## src/verilog/mgmt_pkg.sv

```systemverilog
package mgmt_pkg;

	////////////////////////////////////////////////////////////
	// Widths and counts

	// Trigger ports per direction
	localparam int TRIG_PORTS = 12;

	// Relay channels sit on output ports 8 to 11
	localparam int RELAY_CHANNELS = 4;

	typedef logic [15:0] reg_addr_t;
	typedef logic [7:0] reg_data_t;
	typedef logic [7:0] reg_off_t;
	typedef logic [15:0] sensor_val_t;
	typedef logic [3:0] muxsel_t;
	typedef logic [1:0] relay_chan_t;

	// Input LEDs in the upper half, output LEDs in the lower half
	typedef logic [2*TRIG_PORTS-1:0] led_state_t;

	// Target block of a decoded access
	typedef enum logic [2:0] {
		BLK_NONE,
		BLK_SENSOR,
		BLK_FRONT,
		BLK_RELAY,
		BLK_MUX
	} mgmt_blk_t;

	////////////////////////////////////////////////////////////
	// Register map

	// Six 16-bit sensors, low byte at the even address
	localparam reg_addr_t REG_SENSOR_BASE = 16'h0010;
	localparam reg_addr_t REG_SENSOR_LAST = 16'h001b;

	// Front panel SPI
	localparam reg_addr_t REG_FRONT_CTRL = 16'h0050;
	localparam reg_addr_t REG_FRONT_DATA = 16'h0051;
	localparam reg_addr_t REG_FRONT_STAT = 16'h0052;
	localparam reg_addr_t REG_FRONT_LED_0 = 16'h0053;
	localparam reg_addr_t REG_FRONT_LED_1 = 16'h0054;
	localparam reg_addr_t REG_FRONT_LED_2 = 16'h0055;

	// Relay controller
	localparam reg_addr_t REG_RELAY_TOGGLE = 16'h0070;
	localparam reg_addr_t REG_RELAY_TOGGLE_1 = 16'h0071;
	localparam reg_addr_t REG_RELAY_STAT = 16'h0072;
	localparam reg_addr_t REG_RELAY_STAT_1 = 16'h0073;

	// One selector per channel from here up
	localparam reg_addr_t REG_MUXSEL_BASE = 16'h00f0;
	localparam reg_addr_t REG_MUXSEL_LAST = 16'h00ff;

endpackage

```

## src/verilog/mgmt_bus_if.sv

```systemverilog
`timescale 1ns/1ps

interface mgmt_bus_if
	import mgmt_pkg::*;
();

	// Single-cycle strobes, never both high
	logic rd;
	logic wr;

	// Decoded target and byte offset inside it
	mgmt_blk_t blk;
	reg_off_t offset;

	// Write byte, only meaningful with wr
	reg_data_t wdata;

	modport dec (
		output rd,
		output wr,
		output blk,
		output offset,
		output wdata
	);

	modport tgt (
		input rd,
		input wr,
		input blk,
		input offset,
		input wdata
	);

endinterface

```

## src/verilog/front_panel_ctrl.sv

```systemverilog
`timescale 1ns/1ps

module front_panel_ctrl
	import mgmt_pkg::*;
(
	input logic clk,
	input logic rst_n,

	mgmt_bus_if.tgt bus,

	// Indicator sources
	input logic [TRIG_PORTS-1:0] trig_in_led,
	input logic [TRIG_PORTS-1:0] trig_out_led,
	input logic [RELAY_CHANNELS-1:0] relay_state,

	// SPI byte shifter
	input logic front_shift_done,
	output logic front_shift_en,
	output reg_data_t front_shift_data,
	output logic front_cs_n,
	output logic front_busy
);

	// First output port driven through a relay
	localparam int RELAY_PORT_BASE = TRIG_PORTS - RELAY_CHANNELS;

	led_state_t led_image;
	logic cs_wr;
	logic shift_req;
	reg_data_t shift_byte;

	////////////////////////////////////////////////////////////
	// LED image

	always_comb begin
		// Input ports reversed, port 11 lands next to the outputs
		for (int i = 0; i < TRIG_PORTS; i++) begin
			led_image[TRIG_PORTS+i] = trig_in_led[TRIG_PORTS-1-i];
		end
		led_image[TRIG_PORTS-1:0] = trig_out_led;

		// Relay turned to input, so its output indicator stays dark
		for (int k = 0; k < RELAY_CHANNELS; k++) begin
			if (relay_state[k]) begin
				led_image[RELAY_PORT_BASE+k] = 1'b0;
			end
		end
	end

	////////////////////////////////////////////////////////////
	// Write decode

	assign cs_wr = bus.wr && bus.blk == BLK_FRONT && bus.offset == REG_FRONT_CTRL[7:0];

	// Raw byte or one slice of the LED image
	always_comb begin
		shift_req = 1'b0;
		shift_byte = bus.wdata;
		if (bus.wr && bus.blk == BLK_FRONT) begin
			case (bus.offset)
				REG_FRONT_DATA[7:0]: shift_req = 1'b1;
				REG_FRONT_LED_0[7:0]: begin
					shift_req = 1'b1;
					shift_byte = led_image[7:0];
				end
				REG_FRONT_LED_1[7:0]: begin
					shift_req = 1'b1;
					shift_byte = led_image[15:8];
				end
				REG_FRONT_LED_2[7:0]: begin
					shift_req = 1'b1;
					shift_byte = led_image[23:16];
				end
				default: shift_req = 1'b0;
			endcase
		end
	end

	always_ff @(posedge clk) begin
		if (!rst_n) begin
			front_shift_en <= 1'b0;
			front_shift_data <= '0;
			front_cs_n <= 1'b1;
			front_busy <= 1'b0;
		end
		else begin
			front_shift_en <= shift_req;
			if (shift_req) begin
				front_shift_data <= shift_byte;
			end
			if (cs_wr) begin
				front_cs_n <= bus.wdata[0];
			end

			// Busy from launch until the shifter reports done
			if (shift_req) begin
				front_busy <= 1'b1;
			end
			else if (front_shift_done) begin
				front_busy <= 1'b0;
			end
		end
	end

endmodule

```

## src/verilog/mgmt_decode.sv

```systemverilog
`timescale 1ns/1ps

module mgmt_decode
	import mgmt_pkg::*;
(
	input logic clk,
	input logic rst_n,

	// Host strobes and addresses
	input logic rd_en,
	input logic wr_en,
	input reg_addr_t rd_addr,
	input reg_addr_t wr_addr,
	input reg_data_t wr_data,

	// Decoded access to the register blocks
	mgmt_bus_if.dec bus
);

	////////////////////////////////////////////////////////////
	// Address classification

	// Address of whichever strobe is active
	reg_addr_t acc_addr;

	assign acc_addr = rd_en ? rd_addr : wr_addr;

	// Map an address onto its block
	function automatic mgmt_blk_t classify(input reg_addr_t addr);
		mgmt_blk_t blk;
		blk = BLK_NONE;
		if (addr >= REG_SENSOR_BASE && addr <= REG_SENSOR_LAST) begin
			blk = BLK_SENSOR;
		end
		else if (addr >= REG_FRONT_CTRL && addr <= REG_FRONT_LED_2) begin
			blk = BLK_FRONT;
		end
		else if (addr >= REG_RELAY_TOGGLE && addr <= REG_RELAY_STAT_1) begin
			blk = BLK_RELAY;
		end
		else if (addr >= REG_MUXSEL_BASE && addr <= REG_MUXSEL_LAST) begin
			blk = BLK_MUX;
		end
		return blk;
	endfunction

	////////////////////////////////////////////////////////////
	// Pipeline register

	// Strobes carry the reset
	always_ff @(posedge clk) begin
		if (!rst_n) begin
			bus.rd <= 1'b0;
			bus.wr <= 1'b0;
		end
		else begin
			bus.rd <= rd_en;
			bus.wr <= wr_en;
		end
	end

	// Target, offset and data ride along with the strobe
	// Blocks only compare the low address byte
	always_ff @(posedge clk) begin
		bus.blk <= classify(acc_addr);
		bus.offset <= acc_addr[7:0];
		bus.wdata <= wr_data;
	end

endmodule

```

## src/verilog/mgmt_top.sv

```systemverilog
`timescale 1ns/1ps

module mgmt_top
	import mgmt_pkg::*;
#(
	parameter int NUM_MUX_CHANNELS = 12
)(
	input logic clk,
	input logic rst_n,

	// Host register bus
	input logic rd_en,
	input reg_addr_t rd_addr,
	output logic rd_valid,
	output reg_data_t rd_data,
	input logic wr_en,
	input reg_addr_t wr_addr,
	input reg_data_t wr_data,

	// Sensors
	input sensor_val_t fan0_rpm,
	input sensor_val_t fan1_rpm,
	input sensor_val_t die_temp,
	input sensor_val_t volt_core,
	input sensor_val_t volt_ram,
	input sensor_val_t volt_aux,

	// Port activity indicators
	input logic [TRIG_PORTS-1:0] trig_in_led,
	input logic [TRIG_PORTS-1:0] trig_out_led,

	// Relay driver
	output logic relay_en,
	output logic relay_dir,
	output relay_chan_t relay_channel,
	input logic relay_done,

	// Front panel SPI
	output logic front_shift_en,
	output reg_data_t front_shift_data,
	input logic front_shift_done,
	output logic front_cs_n,

	// Crossbar selectors
	output muxsel_t [NUM_MUX_CHANNELS-1:0] muxsel
);

	logic [RELAY_CHANNELS-1:0] relay_state;
	logic relay_busy;
	logic front_busy;

	mgmt_bus_if bus();

	////////////////////////////////////////////////////////////
	// Decode, register blocks, read return

	mgmt_decode i_decode (
		.clk(clk),
		.rst_n(rst_n),
		.rd_en(rd_en),
		.wr_en(wr_en),
		.rd_addr(rd_addr),
		.wr_addr(wr_addr),
		.wr_data(wr_data),
		.bus(bus.dec)
	);

	relay_ctrl i_relay (
		.clk(clk),
		.rst_n(rst_n),
		.bus(bus.tgt),
		.relay_done(relay_done),
		.relay_en(relay_en),
		.relay_dir(relay_dir),
		.relay_channel(relay_channel),
		.relay_state(relay_state),
		.relay_busy(relay_busy)
	);

	front_panel_ctrl i_front (
		.clk(clk),
		.rst_n(rst_n),
		.bus(bus.tgt),
		.trig_in_led(trig_in_led),
		.trig_out_led(trig_out_led),
		.relay_state(relay_state),
		.front_shift_done(front_shift_done),
		.front_shift_en(front_shift_en),
		.front_shift_data(front_shift_data),
		.front_cs_n(front_cs_n),
		.front_busy(front_busy)
	);

	muxsel_regs #(
		.NUM_MUX_CHANNELS(NUM_MUX_CHANNELS)
	) i_muxsel (
		.clk(clk),
		.rst_n(rst_n),
		.bus(bus.tgt),
		.muxsel(muxsel)
	);

	read_return i_read (
		.clk(clk),
		.rst_n(rst_n),
		.bus(bus.tgt),
		.fan0_rpm(fan0_rpm),
		.fan1_rpm(fan1_rpm),
		.die_temp(die_temp),
		.volt_core(volt_core),
		.volt_ram(volt_ram),
		.volt_aux(volt_aux),
		.relay_busy(relay_busy),
		.front_busy(front_busy),
		.rd_valid(rd_valid),
		.rd_data(rd_data)
	);

endmodule

```

## src/verilog/muxsel_regs.sv

```systemverilog
`timescale 1ns/1ps

module muxsel_regs
	import mgmt_pkg::*;
#(
	parameter int NUM_MUX_CHANNELS = 12
)(
	input logic clk,
	input logic rst_n,

	mgmt_bus_if.tgt bus,

	// One input selector per crossbar channel
	output muxsel_t [NUM_MUX_CHANNELS-1:0] muxsel
);

	// Channel index from the low offset nibble
	logic [3:0] sel_idx;
	logic sel_wr;

	assign sel_idx = bus.offset[3:0];

	// Indices past the last channel fall away
	assign sel_wr = bus.wr && bus.blk == BLK_MUX && int'(sel_idx) < NUM_MUX_CHANNELS;

	always_ff @(posedge clk) begin
		if (!rst_n) begin
			muxsel <= '0;
		end
		else if (sel_wr) begin
			muxsel[sel_idx] <= bus.wdata[3:0];
		end
	end

endmodule

```

## src/verilog/read_return.sv

```systemverilog
`timescale 1ns/1ps

module read_return
	import mgmt_pkg::*;
(
	input logic clk,
	input logic rst_n,

	mgmt_bus_if.tgt bus,

	// Sensor readings
	input sensor_val_t fan0_rpm,
	input sensor_val_t fan1_rpm,
	input sensor_val_t die_temp,
	input sensor_val_t volt_core,
	input sensor_val_t volt_ram,
	input sensor_val_t volt_aux,

	// Block status
	input logic relay_busy,
	input logic front_busy,

	// Read response to the host
	output logic rd_valid,
	output reg_data_t rd_data
);

	reg_off_t sensor_rel;
	sensor_val_t sensor_val;
	reg_data_t rd_byte;

	////////////////////////////////////////////////////////////
	// Sensor select

	// Two bytes per sensor
	assign sensor_rel = bus.offset - REG_SENSOR_BASE[7:0];

	always_comb begin
		case (sensor_rel[3:1])
			3'd0: sensor_val = fan0_rpm;
			3'd1: sensor_val = fan1_rpm;
			3'd2: sensor_val = die_temp;
			3'd3: sensor_val = volt_core;
			3'd4: sensor_val = volt_ram;
			3'd5: sensor_val = volt_aux;
			default: sensor_val = '0;
		endcase
	end

	////////////////////////////////////////////////////////////
	// Read byte mux

	always_comb begin
		rd_byte = '0;
		case (bus.blk)
			// Even offset gives the low byte
			BLK_SENSOR: rd_byte = sensor_rel[0] ? sensor_val[15:8] : sensor_val[7:0];
			BLK_FRONT: begin
				if (bus.offset == REG_FRONT_STAT[7:0]) begin
					rd_byte = {7'b0, front_busy};
				end
			end
			// Low status byte stays zero
			BLK_RELAY: begin
				if (bus.offset == REG_RELAY_STAT_1[7:0]) begin
					rd_byte = {7'b0, relay_busy};
				end
			end
			// Write-only and unmapped registers
			default: rd_byte = '0;
		endcase
	end

	always_ff @(posedge clk) begin
		if (!rst_n) begin
			rd_valid <= 1'b0;
			rd_data <= '0;
		end
		else begin
			rd_valid <= bus.rd;
			if (bus.rd) begin
				rd_data <= rd_byte;
			end
		end
	end

endmodule

```

## src/verilog/relay_ctrl.sv

```systemverilog
`timescale 1ns/1ps

module relay_ctrl
	import mgmt_pkg::*;
(
	input logic clk,
	input logic rst_n,

	mgmt_bus_if.tgt bus,

	// Relay driver handshake
	input logic relay_done,
	output logic relay_en,
	output logic relay_dir,
	output relay_chan_t relay_channel,

	// Direction per channel, 1 = input
	output logic [RELAY_CHANNELS-1:0] relay_state,
	output logic relay_busy
);

	// Channel select write
	logic chan_wr;
	// Direction write, launches the toggle
	logic launch;

	assign chan_wr = bus.wr && bus.blk == BLK_RELAY && bus.offset == REG_RELAY_TOGGLE[7:0];
	assign launch = bus.wr && bus.blk == BLK_RELAY && bus.offset == REG_RELAY_TOGGLE_1[7:0];

	always_ff @(posedge clk) begin
		if (!rst_n) begin
			relay_en <= 1'b0;
			relay_dir <= 1'b0;
			relay_channel <= '0;
			relay_state <= '0;
			relay_busy <= 1'b0;
		end
		else begin
			// One-cycle command pulse
			relay_en <= launch;

			if (chan_wr) begin
				relay_channel <= bus.wdata[1:0];
			end

			// Record direction at launch, against the latched channel
			if (launch) begin
				relay_dir <= bus.wdata[7];
				relay_state[relay_channel] <= bus.wdata[7];
			end

			// Launch wins over a done in the same cycle
			if (launch) begin
				relay_busy <= 1'b1;
			end
			else if (relay_done) begin
				relay_busy <= 1'b0;
			end
		end
	end

endmodule
```

## config.mk

```make
export PLATFORM = sky130hd
export DESIGN_NAME = mgmt_top
export DESIGN_NICKNAME = d
export VERILOG_FILES = /design/src/verilog/mgmt_pkg.sv /design/src/verilog/mgmt_bus_if.sv /design/src/verilog/front_panel_ctrl.sv /design/src/verilog/mgmt_decode.sv /design/src/verilog/mgmt_top.sv /design/src/verilog/muxsel_regs.sv /design/src/verilog/read_return.sv /design/src/verilog/relay_ctrl.sv
export SDC_FILE = /design/constraint.sdc
export NUM_CORES = 1
export LEC_CHECK = 0
export BUFFER_PORTS_ARGS = -buffer_cell sky130_fd_sc_hd__clkbuf_2
export CAP_MARGIN = 10
export CORE_AREA = 5 5 109 111
export CTS_BUF_LIST = sky130_fd_sc_hd__clkbuf_4 sky130_fd_sc_hd__clkbuf_8
export DETAILED_ROUTE_END_ITERATION = 16
export DIE_AREA = 0 0 114 116
export HOLD_SLACK_MARGIN = 0.03
export PLACE_DENSITY = 0.83
export REMOVE_ABC_BUFFERS = 1
export SLEW_MARGIN = 20
export SYNTH_ARGS = -nofsm -noshare
export SYNTH_HDL_FRONTEND = slang
export SYNTH_HIERARCHICAL = 1
export SYNTH_SLANG_ARGS = --single-unit
```

## constraint.sdc

```tcl
create_clock -name clk -period 2.42 [get_ports clk]
set_input_delay 0.121 -clock clk [delete_from_list [all_inputs] [get_ports clk]]
set_output_delay 0.121 -clock clk [all_outputs]
set_load 0.01 [all_outputs]
```

==> results.md <==
- Worst Hold Class: in -> reg
- Routed vias/inst: 5.59
- Post-synth EDFFs: 0
- VDD IR max: 0.000510 V
- CTS sink count: 98
- Dpl hpwl: 12,700 microns
- Post-CTS resize count: 0
- Postcts setup bufs: 0
- Clk_lat worst skew: 0.37 ns
- Hold buffers post-CTS: 24
- Skew final: 0.0107 ns
- NumNets Final: 949
- Largest net degree at the start of global routing: 45
- Via count: 5,188
- Switching Fraction: 29.0%
- Register area share after synthesis: 38.0%
- Area growth syn-to-layout: 32.7%
- DRC viols: 0
- WP data required: 2.68 ns
- IO Port Bufs: 236
- Clock root cell: clkbuf_8
- Full die area: 13,200 sq um
- NetSw: 949 uW
- Die W: 114 microns
- Clk slew on worst S/H paths: 0.11 ns
- Count leader, synth: dfxtp_1
- Routed length on met1: 6930 microns
- Combinational power share: 17.2%
- CP Launch Point: i_decode/bus.offset[1]
- Internal: 2.33 mW
- Max Used Layer: met4
- Element type at the critical path start: flop
- Antenna violations before repair: 0
- Synth warn: 6
- Top cells by area, synth: dfxtp_1 (38%), mux2i_1 (15%), nand2_1 (5.2%), nand3b_1 (3.2%), nand3_1 (2.5%)
- Max Slew Vio Count: 0
- Clock power frac: 31.5%
- Setup WS pre-CTS: 0.410 ns
- Cell row count: 38
- Met2 wire length: 8070 microns
- Netlist cell types: 75
- Critical path class: reg -> reg
- Worst Setup End Kind: flop
- Synth top area share: 38.0%
- Post-synth top area cell: dfxtp_1
- Mean Syn Cell Area: 9.64 sq um
- DR WL met3: 1220 microns
- LEAKAGE: 3.24 nW
- GP Congestion: 0.920
- Critical path's top delay family: flip-flops
- CTS tree: yes
- Wire length of the first global-routing pass: 25,900 microns
- Worst hold start: wr_addr[2]
- Slowest cell delay on critical path: 0.65 ns
- Total GRT Usage: 24.5%
- Starting density of the core: 48.2%
- FF-to-FF Start: i_decode/bus.offset[1]
- Async SR Flop Fraction: 0%
- MaxCap Viol Count: 0
- Drt initial violations: 444
- Worst hold path depth: 2
- Final Hold Fails: 0
- Placed Cells: 888
- Status: completed
- Worst Hold Margin: 0.0498 ns
- Vias in the first global route: 5,252
- Max FO, Critical Path: 26
- Final Non-Filler Cells: 928
- Reg2Reg Depth: 5
- CP max-delay cell: dfxtp_2
- Design area: 6840 sq um
- Diode count: 0
- Synth top cells by count: dfxtp_1 (98), mux2i_1 (75), nand2_1 (71), nand3_1 (26), nand3b_1 (22)
- Fin crit period: 2.03 ns
- Cell area after synthesis: 5160 sq um
- Critical path arrival: 2.30 ns
- FF+latch count, synth: 98
- Buf/Inv on CP: 2
- # fillers: 908
- RSZ-0062 raised after global routing: false
- Fraction of layout cells with a size suffix above 1: 39.0%
- Grt ovf: 0
- Worst Slack Setup Final: 0.389 ns
- CTS buffer count: 9
- Crit share post-route: 83.9%
- Area of placed instances: 6410 sq um
- I/O pin count: 237
- Avg WL per Cell: 18.0 microns
- Number of iterations in the first detailed-routing pass: 5
- Fmax: 492 MHz
- CTS max path bufs: 2
- Core area: 10,700 sq um
- DRT Wirelength: 16,700 microns
- Worst R2R Setup Slack: 0.39 ns
- Hold path endpoint: i_decode/bus.offset[2]
- Sequential power share: 51.3%
- Worst reg2reg path endpoint: i_read/rd_data[3]
- Synth Flop Type: dfxtp_1
- Die Height: 116 microns
- Crit-path cells: buf_12, buf_4, mux4_2, a21oi_1, o31ai_1
- Worst Tran Pin Value: 0.647 ns
- PwrDens: 478 nW/um^2
- Mapped Cells: 535
- Final setup vio count: 0
- Total Neg Setup Slack: 0 ns
- Worst slew margin: 56.9%
- H-tree Lvls: 3
- DRT antenna net count: 0
==> how the worst max path moves through the flow <==
stage | slack, ns | cells past startpoint | to
floorplan | -0.54 | 3 | i_read/rd_data[5]
global placement | 0.45 | 5 | i_read/rd_data[3]
detailed placement | 0.41 | 5 | i_read/rd_data[3]
CTS | 0.41 | 5 | i_read/rd_data[3]
global route | 0.22 | 4 | i_read/rd_data[5]
finish | 0.39 | 5 | i_read/rd_data[3]
==> metal layers <==
layer  up-vias  GRT usage, %
met2       233          41.8
met4         0          8.31
li1       2466             -
met5         -             0
met3        40          5.80
met1      2449          30.5
==> logic make-up after synthesis <==
group           after synthesis  synth area share (%)
simple gates                199                  22.9
flops                        98                  38.0
mux                          95                  20.6
compound gates               89                  12.7
buf+inv                      54                  5.78
==> per-stage QoR <==
step / total power [mW] / utilization, %
floorplan: 1.97 / -
global placement: 2.22 / 59.9
detailed placement: 2.24 / 59.9
CTS: 3.29 / 64.0
global route: 3.42 / 64.0
finish: 3.27 / 64.0
==> state kept, by name, summed over array words and instances, names as in the netlist <==
name,cells
i_relay/relay_en,1
i_decode/bus.wr,1
i_relay/relay_state,4
i_relay/relay_channel,2
i_decode/bus.blk,3
i_muxsel/muxsel,48
i_decode/bus.rd,1
i_read/rd_valid,1
i_front/front_busy,1
i_front/front_shift_data,8
i_decode/bus.offset,8
i_relay/relay_dir,1
i_front/front_shift_en,1
i_front/front_cs_n,1
i_read/rd_data,8
i_decode/bus.wdata,8
i_relay/relay_busy,1
==> power groups by stage <==
stage                     logic (mW)  registers (mW)  clock network, mW
after floorplan                0.231            1.74                  0
after global placement         0.507            1.71                  0
after detailed placement       0.520            1.72                  0
after CTS                      0.556            1.68               1.06
after global routing           0.611            1.68               1.13
final                          0.564            1.68               1.03
==> area by class of cell <==
type | instances | area (sq um) | share of cell area [%]
flip-flops and latches | 98 | 1960 | 28.7
repair buffers | 274 | 1550 | 22.7
multi-input cells | 383 | 2900 | 42.3
well taps | 140 | 175 | 2.56
clock inverters | 7 | 68.8 | 1.01
inverters | 17 | 63.8 | 0.932
clock buffers | 9 | 124 | 1.81
==> cell usage in the layout, fill, tap and decap left out, drive strengths merged, types with 3 or more instances in the layout <==
| cell type | count |
|---|---|
| nor3b | 8 |
| and2 | 8 |
| a31oi | 3 |
| and4 | 5 |
| a21boi | 8 |
| nand3 | 26 |
| nor4b | 5 |
| a211oi | 3 |
| nand4 | 8 |
| a221oi | 5 |
| nor2 | 9 |
| and4bb | 4 |
| o21ai | 19 |
| mux4 | 5 |
| mux2 | 13 |
| and2b | 4 |
| buf | 14 |
| nor3 | 3 |
| o211ai | 16 |
| nand3b | 22 |
| nor4 | 7 |
| mux2i | 77 |
| a2111oi | 3 |
| nand2 | 71 |
| a21oi | 11 |
| o31ai | 3 |
| inv | 21 |
| dlygate4sd3 | 24 |
| and3 | 3 |
| clkbuf | 245 |
| nor2b | 3 |
| nand2b | 5 |
| dfxtp | 98 |
(Power assumes the default switching activity.)
